$ cat src/hw/corr_cfg_pkg.sv
// ~~~~~~~~~~~~~~~~~~~~~~~~~~~~~~~~~~~~~~~~~~~~~~~
// Array geometry of the sign-sample lag correlator.
// ~~~~~~~~~~~~~~~~~~~~~~~~~~~~~~~~~~~~~~~~~~~~~~~
package corr_cfg_pkg;

	localparam int NUM_INPUTS_DEF = 3;  // receiver inputs.
	localparam int NUM_LAGS_DEF = 4;    // lags 0 to 3.
	localparam int QUAD_SHIFT_DEF = 1;  // extra delay of the quadrature tap.
	localparam int ACC_WIDTH_DEF = 16;

	// pairs i<j out of n inputs.
	function automatic int num_baselines(input int n);
		return (n * (n - 1)) / 2;
	endfunction

	// first input of a baseline, pairs ordered (0,1),(0,2),(1,2)...
	function automatic int base_in_a(input int idx, input int n);
		int cnt;
		int res;
		cnt = 0;
		res = 0;
		for (int a = 0; a < n; a++) begin
			for (int b = a + 1; b < n; b++) begin
				if (cnt == idx) res = a;
				cnt++;
			end
		end
		return res;
	endfunction

	function automatic int base_in_b(input int idx, input int n);
		int cnt;
		int res;
		cnt = 0;
		res = 0;
		for (int a = 0; a < n; a++) begin
			for (int b = a + 1; b < n; b++) begin
				if (cnt == idx) res = b;
				cnt++;
			end
		end
		return res;
	endfunction

endpackage

$ cat src/hw/corr_stream_pkg.sv
// ~~~~~~~~~~~~~~~~~~~~~~~~~~~~~~~~~~~~~~~~~~~~~~~
// Output stream word of the correlator readout.
// ~~~~~~~~~~~~~~~~~~~~~~~~~~~~~~~~~~~~~~~~~~~~~~~
package corr_stream_pkg;

	// first word of every frame.
	typedef struct packed {
		logic [15:0] frame_cnt; // frames sent since reset.
		logic [15:0] samp_cnt;  // frame length in samples.
	} corr_hdr_t;

	// one baseline and lag.
	typedef struct packed {
		logic signed [15:0] re;
		logic signed [15:0] im;
	} corr_data_t;

	typedef union packed {
		corr_hdr_t  hdr;
		corr_data_t data;
	} corr_word_u;

endpackage

$ cat src/hw/corr_tap_line.sv
// ~~~~~~~~~~~~~~~~~~~~~~~~~~~~~~~~~~~~~~~~~~~~~~~
// Sample input stage with per-input tap lines.
// Counts the frame and closes the input after its last sample.
// ~~~~~~~~~~~~~~~~~~~~~~~~~~~~~~~~~~~~~~~~~~~~~~~
`timescale 1ns/1ps

module corr_tap_line #(
	parameter int NUM_INPUTS = corr_cfg_pkg::NUM_INPUTS_DEF,
	parameter int NUM_LAGS = corr_cfg_pkg::NUM_LAGS_DEF,
	parameter int QUAD_SHIFT = corr_cfg_pkg::QUAD_SHIFT_DEF
) (
	input  logic                                       clk,
	input  logic                                       rst_n_i,
	input  logic                                       enable_i,
	input  logic [15:0]                                integ_len_i,
	input  logic                                       in_valid_i,
	input  logic [NUM_INPUTS-1:0]                      in_samp_i,
	output logic                                       in_ready_o,
	input  logic                                       frame_done_i,
	output logic                                       tap_valid_o,
	output logic [NUM_INPUTS*(NUM_LAGS+QUAD_SHIFT)-1:0] taps_o,
	output logic                                       tap_last_o
);
	localparam int TAP_DEPTH = NUM_LAGS + QUAD_SHIFT;

	logic [TAP_DEPTH-1:0] line_q [NUM_INPUTS];
	logic [15:0]          samp_cnt_q;
	logic                 open_q;
	logic                 hold_q; // last sample taken, waiting for frame_done.
	logic                 in_fire;
	logic                 last_samp;

	assign in_ready_o = enable_i & open_q;
	assign in_fire = in_valid_i & in_ready_o;
	assign last_samp = (samp_cnt_q + 16'd1) == integ_len_i;

	// ~~~~~~~~~~~~~~~~~~~~~~~~~~~~~~~~~~~~~~~~~~~~~~~
	// tap lines, bit 0 holds the newest sample
	// ~~~~~~~~~~~~~~~~~~~~~~~~~~~~~~~~~~~~~~~~~~~~~~~
	for (genvar i = 0; i < NUM_INPUTS; i++) begin : g_line
		always_ff @(posedge clk or negedge rst_n_i) begin
			if (!rst_n_i) begin
				line_q[i] <= '0;
			end else if (in_fire) begin
				line_q[i] <= {line_q[i][TAP_DEPTH-2:0], in_samp_i[i]};
			end
		end
		assign taps_o[i*TAP_DEPTH +: TAP_DEPTH] = line_q[i];
	end

	always_ff @(posedge clk or negedge rst_n_i) begin
		if (!rst_n_i) begin
			samp_cnt_q <= '0;
			open_q <= 1'b0;
			hold_q <= 1'b0;
			tap_valid_o <= 1'b0;
			tap_last_o <= 1'b0;
		end else begin
			tap_valid_o <= in_fire;
			tap_last_o <= in_fire & last_samp;
			if (in_fire) samp_cnt_q <= last_samp ? 16'd0 : samp_cnt_q + 16'd1;
			if (in_fire && last_samp) begin
				hold_q <= 1'b1;
				open_q <= 1'b0;
			end else if (frame_done_i) begin
				hold_q <= 1'b0;
				open_q <= 1'b1; // snapshot taken, next frame may start.
			end else begin
				open_q <= ~hold_q;
			end
		end
	end

endmodule

$ cat src/hw/corr_lag_mult.sv
// ~~~~~~~~~~~~~~~~~~~~~~~~~~~~~~~~~~~~~~~~~~~~~~~
// Lag-multiply stage with registered sign products.
// ~~~~~~~~~~~~~~~~~~~~~~~~~~~~~~~~~~~~~~~~~~~~~~~
`timescale 1ns/1ps

module corr_lag_mult #(
	parameter int NUM_INPUTS = corr_cfg_pkg::NUM_INPUTS_DEF,
	parameter int NUM_LAGS = corr_cfg_pkg::NUM_LAGS_DEF,
	parameter int QUAD_SHIFT = corr_cfg_pkg::QUAD_SHIFT_DEF
) (
	input  logic                                                      clk,
	input  logic                                                      rst_n_i,
	input  logic                                                      tap_valid_i,
	input  logic [NUM_INPUTS*(NUM_LAGS+QUAD_SHIFT)-1:0]                taps_i,
	input  logic                                                      tap_last_i,
	output logic                                                      prod_valid_o,
	output logic [corr_cfg_pkg::num_baselines(NUM_INPUTS)*NUM_LAGS-1:0] prod_re_o,
	output logic [corr_cfg_pkg::num_baselines(NUM_INPUTS)*NUM_LAGS-1:0] prod_im_o,
	output logic                                                      prod_last_o
);
	localparam int TAP_DEPTH = NUM_LAGS + QUAD_SHIFT;
	localparam int NUM_BASELINES = corr_cfg_pkg::num_baselines(NUM_INPUTS);
	localparam int NUM_PRODS = NUM_BASELINES * NUM_LAGS;

	logic [NUM_PRODS-1:0] re_d;
	logic [NUM_PRODS-1:0] im_d;

	// ~~~~~~~~~~~~~~~~~~~~~~~~~~~~~~~~~~~~~~~~~~~~~~~
	// sign products, xnor is the 1-bit multiply
	// ~~~~~~~~~~~~~~~~~~~~~~~~~~~~~~~~~~~~~~~~~~~~~~~
	for (genvar bl = 0; bl < NUM_BASELINES; bl++) begin : g_bl
		localparam int IN_A = corr_cfg_pkg::base_in_a(bl, NUM_INPUTS);
		localparam int IN_B = corr_cfg_pkg::base_in_b(bl, NUM_INPUTS);
		for (genvar k = 0; k < NUM_LAGS; k++) begin : g_lag
			assign re_d[bl*NUM_LAGS + k] =
				~(taps_i[IN_A*TAP_DEPTH] ^ taps_i[IN_B*TAP_DEPTH + k]);
			assign im_d[bl*NUM_LAGS + k] =
				~(taps_i[IN_A*TAP_DEPTH] ^ taps_i[IN_B*TAP_DEPTH + k + QUAD_SHIFT]); // quadrature tap.
		end
	end

	always_ff @(posedge clk or negedge rst_n_i) begin
		if (!rst_n_i) begin
			prod_valid_o <= 1'b0;
			prod_last_o <= 1'b0;
		end else begin
			prod_valid_o <= tap_valid_i;
			prod_last_o <= tap_valid_i & tap_last_i;
		end
	end

	always_ff @(posedge clk) begin
		if (tap_valid_i) begin
			prod_re_o <= re_d;
			prod_im_o <= im_d;
		end
	end

endmodule

$ cat src/hw/corr_accum.sv
// ~~~~~~~~~~~~~~~~~~~~~~~~~~~~~~~~~~~~~~~~~~~~~~~
// Saturating frame accumulators and snapshot hand-off.
// ~~~~~~~~~~~~~~~~~~~~~~~~~~~~~~~~~~~~~~~~~~~~~~~
`timescale 1ns/1ps

module corr_accum #(
	parameter int NUM_BASELINES = corr_cfg_pkg::num_baselines(corr_cfg_pkg::NUM_INPUTS_DEF),
	parameter int NUM_LAGS = corr_cfg_pkg::NUM_LAGS_DEF,
	parameter int ACC_WIDTH = corr_cfg_pkg::ACC_WIDTH_DEF
) (
	input  logic                                    clk,
	input  logic                                    rst_n_i,
	input  logic                                    prod_valid_i,
	input  logic [NUM_BASELINES*NUM_LAGS-1:0]       prod_re_i,
	input  logic [NUM_BASELINES*NUM_LAGS-1:0]       prod_im_i,
	input  logic                                    prod_last_i,
	output logic                                    snap_valid_o,
	input  logic                                    snap_ready_i,
	output logic [NUM_BASELINES*NUM_LAGS*ACC_WIDTH-1:0] snap_re_o,
	output logic [NUM_BASELINES*NUM_LAGS*ACC_WIDTH-1:0] snap_im_o,
	output logic                                    frame_done_o
);
	localparam int NUM_PRODS = NUM_BASELINES * NUM_LAGS;
	localparam logic signed [ACC_WIDTH-1:0] ACC_MAX = {1'b0, {(ACC_WIDTH-1){1'b1}}};
	localparam logic signed [ACC_WIDTH-1:0] ACC_MIN = {1'b1, {(ACC_WIDTH-1){1'b0}}};
	localparam logic signed [ACC_WIDTH-1:0] ACC_ONE = 1;

	logic signed [ACC_WIDTH-1:0] acc_re_q [NUM_PRODS];
	logic signed [ACC_WIDTH-1:0] acc_im_q [NUM_PRODS];
	logic                        snap_valid_q;
	logic                        snap_take;

	// one +1/-1 step that sticks at the rails.
	function automatic logic signed [ACC_WIDTH-1:0] sat_step(
		input logic signed [ACC_WIDTH-1:0] acc,
		input logic                        up
	);
		if (up) begin
			return (acc == ACC_MAX) ? acc : acc + ACC_ONE;
		end
		return (acc == ACC_MIN) ? acc : acc - ACC_ONE;
	endfunction

	assign snap_valid_o = snap_valid_q;
	assign snap_take = snap_valid_q & snap_ready_i;
	assign frame_done_o = snap_take; // readout copies the sums this cycle.

	// ~~~~~~~~~~~~~~~~~~~~~~~~~~~~~~~~~~~~~~~~~~~~~~~
	// accumulator lanes
	// ~~~~~~~~~~~~~~~~~~~~~~~~~~~~~~~~~~~~~~~~~~~~~~~
	for (genvar p = 0; p < NUM_PRODS; p++) begin : g_lane
		always_ff @(posedge clk or negedge rst_n_i) begin
			if (!rst_n_i) begin
				acc_re_q[p] <= '0;
				acc_im_q[p] <= '0;
			end else if (snap_take) begin
				acc_re_q[p] <= '0; // fresh frame.
				acc_im_q[p] <= '0;
			end else if (prod_valid_i) begin
				acc_re_q[p] <= sat_step(acc_re_q[p], prod_re_i[p]);
				acc_im_q[p] <= sat_step(acc_im_q[p], prod_im_i[p]);
			end
		end
		assign snap_re_o[p*ACC_WIDTH +: ACC_WIDTH] = acc_re_q[p];
		assign snap_im_o[p*ACC_WIDTH +: ACC_WIDTH] = acc_im_q[p];
	end

	// sums stay put while waiting, the input is closed by then.
	always_ff @(posedge clk or negedge rst_n_i) begin
		if (!rst_n_i) begin
			snap_valid_q <= 1'b0;
		end else if (snap_take) begin
			snap_valid_q <= 1'b0;
		end else if (prod_valid_i && prod_last_i) begin
			snap_valid_q <= 1'b1;
		end
	end

endmodule

$ cat src/hw/corr_readout.sv
// ~~~~~~~~~~~~~~~~~~~~~~~~~~~~~~~~~~~~~~~~~~~~~~~
// Snapshot buffer and frame serializer.
// Sends a header word, then one word per baseline and lag.
// ~~~~~~~~~~~~~~~~~~~~~~~~~~~~~~~~~~~~~~~~~~~~~~~
`timescale 1ns/1ps

module corr_readout #(
	parameter int NUM_BASELINES = corr_cfg_pkg::num_baselines(corr_cfg_pkg::NUM_INPUTS_DEF),
	parameter int NUM_LAGS = corr_cfg_pkg::NUM_LAGS_DEF,
	parameter int ACC_WIDTH = corr_cfg_pkg::ACC_WIDTH_DEF
) (
	input  logic                                    clk,
	input  logic                                    rst_n_i,
	input  logic [15:0]                             integ_len_i,
	input  logic                                    snap_valid_i,
	input  logic [NUM_BASELINES*NUM_LAGS*ACC_WIDTH-1:0] snap_re_i,
	input  logic [NUM_BASELINES*NUM_LAGS*ACC_WIDTH-1:0] snap_im_i,
	output logic                                    snap_ready_o,
	output logic                                    out_valid_o,
	input  logic                                    out_ready_i,
	output corr_stream_pkg::corr_word_u             out_word_o,
	output logic                                    out_hdr_o
);
	localparam int NUM_PRODS = NUM_BASELINES * NUM_LAGS;
	localparam int NUM_WORDS = NUM_PRODS + 1;
	localparam int IDX_W = $clog2(NUM_WORDS);
	localparam logic [IDX_W-1:0] IDX_LAST = IDX_W'(NUM_WORDS - 1);
	localparam logic [IDX_W-1:0] IDX_ONE = 1;

	logic signed [ACC_WIDTH-1:0] buf_re_q [NUM_PRODS];
	logic signed [ACC_WIDTH-1:0] buf_im_q [NUM_PRODS];
	logic [15:0]                 samp_len_q;
	logic [15:0]                 frame_cnt_q;
	logic [IDX_W-1:0]            word_idx_q; // 0 is the header.
	logic [IDX_W-1:0]            rd_sel;
	logic                        busy_q;
	logic                        snap_take;
	logic                        out_fire;

	assign snap_ready_o = ~busy_q;
	assign snap_take = snap_valid_i & snap_ready_o;
	assign out_valid_o = busy_q;
	assign out_fire = out_valid_o & out_ready_i;
	assign out_hdr_o = busy_q & (word_idx_q == '0);
	assign rd_sel = word_idx_q - IDX_ONE;

	// ~~~~~~~~~~~~~~~~~~~~~~~~~~~~~~~~~~~~~~~~~~~~~~~
	// snapshot buffer
	// ~~~~~~~~~~~~~~~~~~~~~~~~~~~~~~~~~~~~~~~~~~~~~~~
	always_ff @(posedge clk) begin
		if (snap_take) begin
			for (int p = 0; p < NUM_PRODS; p++) begin
				buf_re_q[p] <= snap_re_i[p*ACC_WIDTH +: ACC_WIDTH];
				buf_im_q[p] <= snap_im_i[p*ACC_WIDTH +: ACC_WIDTH];
			end
			samp_len_q <= integ_len_i;
		end
	end

	always_ff @(posedge clk or negedge rst_n_i) begin
		if (!rst_n_i) begin
			busy_q <= 1'b0;
			word_idx_q <= '0;
			frame_cnt_q <= '0;
		end else if (snap_take) begin
			busy_q <= 1'b1;
			word_idx_q <= '0;
		end else if (out_fire) begin
			if (word_idx_q == IDX_LAST) begin
				busy_q <= 1'b0; // frame fully sent.
				frame_cnt_q <= frame_cnt_q + 16'd1;
			end else begin
				word_idx_q <= word_idx_q + IDX_ONE;
			end
		end
	end

	// word view chosen by the index, held while stalled.
	always_comb begin
		out_word_o = '0;
		if (word_idx_q == '0) begin
			out_word_o.hdr.frame_cnt = frame_cnt_q;
			out_word_o.hdr.samp_cnt = samp_len_q;
		end else begin
			out_word_o.data.re = 16'(buf_re_q[rd_sel]); // sign-extended.
			out_word_o.data.im = 16'(buf_im_q[rd_sel]);
		end
	end

endmodule

$ cat src/hw/corr_top.sv
// ~~~~~~~~~~~~~~~~~~~~~~~~~~~~~~~~~~~~~~~~~~~~~~~
// Top level of the 1-bit lag correlator.
// ~~~~~~~~~~~~~~~~~~~~~~~~~~~~~~~~~~~~~~~~~~~~~~~
`timescale 1ns/1ps

module corr_top #(
	parameter int NUM_INPUTS = corr_cfg_pkg::NUM_INPUTS_DEF,
	parameter int NUM_LAGS = corr_cfg_pkg::NUM_LAGS_DEF,
	parameter int QUAD_SHIFT = corr_cfg_pkg::QUAD_SHIFT_DEF,
	parameter int ACC_WIDTH = corr_cfg_pkg::ACC_WIDTH_DEF
) (
	input  logic                        clk,
	input  logic                        rst_n_i,
	input  logic                        enable_i,
	input  logic [15:0]                 integ_len_i,
	input  logic                        in_valid_i,
	input  logic [NUM_INPUTS-1:0]       in_samp_i,
	output logic                        in_ready_o,
	output logic                        out_valid_o,
	input  logic                        out_ready_i,
	output corr_stream_pkg::corr_word_u out_word_o,
	output logic                        out_hdr_o
);
	localparam int NUM_BASELINES = corr_cfg_pkg::num_baselines(NUM_INPUTS);
	localparam int NUM_PRODS = NUM_BASELINES * NUM_LAGS;
	localparam int TAP_DEPTH = NUM_LAGS + QUAD_SHIFT;

	logic                           tap_valid;
	logic [NUM_INPUTS*TAP_DEPTH-1:0] taps;
	logic                           tap_last;
	logic                           prod_valid;
	logic [NUM_PRODS-1:0]           prod_re;
	logic [NUM_PRODS-1:0]           prod_im;
	logic                           prod_last;
	logic                           snap_valid;
	logic                           snap_ready;
	logic [NUM_PRODS*ACC_WIDTH-1:0] snap_re;
	logic [NUM_PRODS*ACC_WIDTH-1:0] snap_im;
	logic                           frame_done;

	// ~~~~~~~~~~~~~~~~~~~~~~~~~~~~~~~~~~~~~~~~~~~~~~~
	// pipeline
	// ~~~~~~~~~~~~~~~~~~~~~~~~~~~~~~~~~~~~~~~~~~~~~~~
	corr_tap_line #(
		.NUM_INPUTS(NUM_INPUTS),
		.NUM_LAGS(NUM_LAGS),
		.QUAD_SHIFT(QUAD_SHIFT)
	) i_tap_line (
		.clk(clk),
		.rst_n_i(rst_n_i),
		.enable_i(enable_i),
		.integ_len_i(integ_len_i),
		.in_valid_i(in_valid_i),
		.in_samp_i(in_samp_i),
		.in_ready_o(in_ready_o),
		.frame_done_i(frame_done),
		.tap_valid_o(tap_valid),
		.taps_o(taps),
		.tap_last_o(tap_last)
	);

	corr_lag_mult #(
		.NUM_INPUTS(NUM_INPUTS),
		.NUM_LAGS(NUM_LAGS),
		.QUAD_SHIFT(QUAD_SHIFT)
	) i_lag_mult (
		.clk(clk),
		.rst_n_i(rst_n_i),
		.tap_valid_i(tap_valid),
		.taps_i(taps),
		.tap_last_i(tap_last),
		.prod_valid_o(prod_valid),
		.prod_re_o(prod_re),
		.prod_im_o(prod_im),
		.prod_last_o(prod_last)
	);

	corr_accum #(
		.NUM_BASELINES(NUM_BASELINES),
		.NUM_LAGS(NUM_LAGS),
		.ACC_WIDTH(ACC_WIDTH)
	) i_accum (
		.clk(clk),
		.rst_n_i(rst_n_i),
		.prod_valid_i(prod_valid),
		.prod_re_i(prod_re),
		.prod_im_i(prod_im),
		.prod_last_i(prod_last),
		.snap_valid_o(snap_valid),
		.snap_ready_i(snap_ready),
		.snap_re_o(snap_re),
		.snap_im_o(snap_im),
		.frame_done_o(frame_done)
	);

	corr_readout #(
		.NUM_BASELINES(NUM_BASELINES),
		.NUM_LAGS(NUM_LAGS),
		.ACC_WIDTH(ACC_WIDTH)
	) i_readout (
		.clk(clk),
		.rst_n_i(rst_n_i),
		.integ_len_i(integ_len_i),
		.snap_valid_i(snap_valid),
		.snap_re_i(snap_re),
		.snap_im_i(snap_im),
		.snap_ready_o(snap_ready),
		.out_valid_o(out_valid_o),
		.out_ready_i(out_ready_i),
		.out_word_o(out_word_o),
		.out_hdr_o(out_hdr_o)
	);

endmodule

$ cat config.mk
export PLATFORM = sky130hd
export DESIGN_NAME = corr_top
export DESIGN_NICKNAME = d
export VERILOG_FILES = /design/src/hw/corr_cfg_pkg.sv /design/src/hw/corr_stream_pkg.sv /design/src/hw/corr_tap_line.sv /design/src/hw/corr_lag_mult.sv /design/src/hw/corr_accum.sv /design/src/hw/corr_readout.sv /design/src/hw/corr_top.sv
export SDC_FILE = /design/constraint.sdc
export NUM_CORES = 2
export LEC_CHECK = 0
export ABC_AREA = 1
export BUFFER_PORTS_ARGS = -buffer_cell sky130_fd_sc_hd__buf_2
export CAP_MARGIN = 10
export CORE_ASPECT_RATIO = 0.9
export CORE_MARGIN = 8
export CORE_UTILIZATION = 40
export DETAILED_ROUTE_END_ITERATION = 12
export GPL_TIMING_DRIVEN = 1
export PLACE_DENSITY_LB_ADDON = 0.25
export SYNTH_ARGS = -nofsm -noshare
export SYNTH_HDL_FRONTEND = slang
export SYNTH_SLANG_ARGS = --single-unit
$ cat constraint.sdc
create_clock -name clk -period 14.8 [get_ports clk]
set_input_delay 2.96 -clock clk [delete_from_list [all_inputs] [get_ports clk]]
set_output_delay 2.96 -clock clk [all_outputs]
set_load 0.01 [all_outputs]
==> impl_metrics.tcl <==
set metrics [dict create \
    status "finished, final reports clean" \
    drv_slew 0 \
    met3_usage_pct 5.778 \
    synth_fa_ha_area_share_pct 9.071 \
    seqPwrFrac_pct 36.2 \
    fin_skew_ns 0.04713 \
    switching_share_pct 35.88 \
    p_leak_nw 25.77 \
    yosys_warnings 0 \
    synth_compound_area_share_pct 13.44 \
    vdd_drop_max_mv 0.1210 \
    cts_resized 0 \
    syn_avg_cell_area_um2 8.264 \
    cts_buffers 97 \
    cp.arrival_ns 5.07 \
    top_usage_layer "met2" \
    p_per_area_mw_per_mm2 127.9 \
    clk_pin_slew_worst_paths_ns 0.06 \
    combPwrFrac_pct 28.6 \
    viasPerCell 5.501 \
    cp_max_fo 74 \
    synthMuxAreaShare_pct 0 \
    synth_ff_type "dfrtp_1" \
    hold_class "reg -> reg" \
    placed_cells 7989 \
    drive_gt1_share_pct 4.769 \
    nNetsFinal 6762 \
    detail-route-antenna-nets 0 \
    synth_edf_count 415 \
    drc_errors 0 \
    cts.path.max_buffers 3 \
    portBuffers 58 \
    slew_headroom_pct 19.54 \
    num_rows 125 \
    synth_cell_type_count 47 \
    synth.net_count 6704 \
    area_growth_pct 10.91 \
    start_util_pct 40.35 \
    grt_pass1_vias 41934 \
    p_switching_mw 2.657 \
    synth_cells 6316 \
    fp.dieW_um 396.8 \
    htree_num_levels 3 \
    dieArea_mm2 0.1423 \
    postCtsHoldBufs 0 \
    core_area_mm2 0.1293 \
    p_total_mw 7.404 \
    worst_pin_slew_ns 1.202 \
    clockPowerShare_pct 35.2 \
    overflow 0 \
    synthArstFlopShare_pct 51.41 \
    min_period_ns 8.034 \
    final-setup-viol-count 0 \
    grt_use_met1_pct 31.79 \
    clock_latency_ns 0.72 \
    grt_pass1_wl_mm 249.4 \
    rsz0062_at_grt "false" \
    cts_tree "yes" \
    root_buffer "clkbuf_16" \
    io_pins 59 \
    worstSetupStartpointType "register" \
    required_ns 11.84 \
    drtIter0Drc 4426 \
    grtUsageTotal_pct 22.13 \
    timing.final.crit_share_pct 54.28 \
    maxCapViolCount 0 \
    internal_power_mw 4.748 \
    tns_ns 0 \
    final_common_cell "nand2_1" \
    wl_mm 160.9 \
    cp-end-kind "output port" \
    worstSetupPathType "reg -> out" \
    detail_route.first_pass.iterations 8 \
    synth-simple-area-share_pct 23.30 \
    antenna_found_initial 5 \
    grt_max_degree 134 \
    wl_per_cell_um 19.69 \
    post-cts-setup-buffers 0 \
    layout_common_cells "nand2_1, inv_1, o21ai_0, nor2_1, dfrtp_1" \
    clock-sinks 854 \
    clock.fmax_mhz 124.5 \
    synth_top_family_by_area "simple AND/OR/NAND/NOR gates" \
    synth_xor_area_share_pct 3.668 \
    stdcell_count 8174 \
    vias 44967 \
    die_h_um 358.7 \
    ys_ff_latch 854 \
    syn_area_mm2 0.05219 \
    ys_seq_area_share_pct 44.92 \
    met2_usage_pct 33.16 \
    hpwl_mm 117.5 \
    hold_viol 0 \
    place.gp.congestion 0.9439 \
]
[final cells by class]
type | instances | area (um^2)
inverters | 639 | 2405
clock inverters | 64 | 850.8
clock buffers | 119 | 2613
flip-flops and latches | 854 | 23450
diodes | 2 | 5.005
multi-input cells | 4691 | 25850
well taps | 1714 | 2145
repair buffers | 91 | 560.5
fillers | 12620 | 71460
[stage by stage]
step	util (%)	setup WS (ns)	hold slack, ns	instance area (um^2)
final	44.75	6.766	0.4780	57890
after global routing	44.75	6.538	0.4992	57880
after CTS	44.75	6.820	0.4723	57880
after detailed placement	42.07	7.624	0.4638	54420
after global placement	42.07	7.664	0.4604	54420
after floorplan	-	1.894	0.4086	52190
[power groups by stage]
stage	Combinational, mW	Sequential, mW	Clock [mW]
after floorplan	1.32	2.65	0
after global placement	2.04	2.72	0
after detailed placement	2.08	2.72	0
after CTS	2.09	2.67	2.66
after global routing	2.31	2.69	2.74
final	2.12	2.68	2.61
[routing by layer]
metal	share of wire, %	up-vias	wire, um
met5	0.0075	-	12
met2	42	1418	68250
li1	-	21908	-
met1	46	21409	74320
met3	8.7	230	14030
met4	2.7	2	4300
[cells in the mapped netlist, types with 2 or more instances]
master,count,area [um^2]
nor3_1,151,755.7
xnor2_1,97,849.6
or3b_2,7,61.31
o21ai_0,586,2933
edfxtp_1,415,12460
o22ai_1,21,131.4
o21bai_1,27,202.7
nor2_4,3,33.78
a22oi_1,14,105.1
a31oi_1,35,219.0
o21a_1,4,30.03
nor3b_1,11,82.58
a21o_1,32,240.2
xor2_1,119,1042
nand3_1,382,1912
a21oi_1,436,2182
a21boi_0,5,37.54
nand2_1,1476,5540
buf_1,11,41.29
nor2_1,532,1997
nand2_2,14,87.58
o211ai_1,25,187.7
buf_2,13,65.06
nor4_1,60,375.4
and3_1,10,62.56
nand4_1,121,757.0
o31ai_1,33,247.7
nor2_2,6,37.54
or2_2,15,93.84
clkinv_1,10,37.54
ha_1,340,4254
inv_1,627,2354
clkbuf_1,107,401.6
fa_1,24,480.5
inv_2,2,7.510
dfrtp_1,439,10990
o221ai_1,53,464.2
nand3b_1,44,330.3
[critical path, stage by stage, from the launching register on]
cell      delay (ns)
dfrtp_4         0.72
inv_4           0.63
ha_2            0.42
clkinv_2        0.55
buf_4           0.66
o21ai_0         0.19
o221ai_1        0.19
o211ai_1        0.28
a21oi_1         0.43
buf_2           0.22
[path summary, 6_finish.rpt]
check | start | end | slack (ns) | cells past startpoint
setup / recovery | i_readout.word_idx_q[0] | out_word_o[11] | 6.77 | 9
hold / removal | i_readout.frame_cnt_q[4] | i_readout.frame_cnt_q[4] | 0.48 | 1
setup reg to reg | i_readout.out_valid_o | i_accum.snap_re_o[79] | 11.03 | 7
hold reg to reg | i_readout.frame_cnt_q[4] | i_readout.frame_cnt_q[4] | 0.48 | 1
max in group asynchronous | rst_n_i | i_accum.snap_im_o[52] | 10.20 | 3
min in group asynchronous | rst_n_i | i_accum.snap_re_o[88] | 2.30 | 1
[flip-flops by register name, indices dropped and copies added, names as in the netlist, 11 cells and up]
name,cells
i_readout.buf_im_q,192
i_accum.snap_im_o,192
i_readout.frame_cnt_q,16
i_accum.snap_re_o,192
i_readout.buf_re_q,192
i_tap_line.samp_cnt_q,16
i_readout.samp_len_q,16
i_lag_mult.prod_im_o,12
i_tap_line.taps_o,11
[cell families after synthesis]
kind of cell,count (synthesis)
AOI/OAI and AO/OA,1275
xor gates and xnor gates,217
adders and majority gates,364
buffers and inverters,771
DFF,854
and+or+nand+nor,2835
Power figures use the tool's default switching activity.
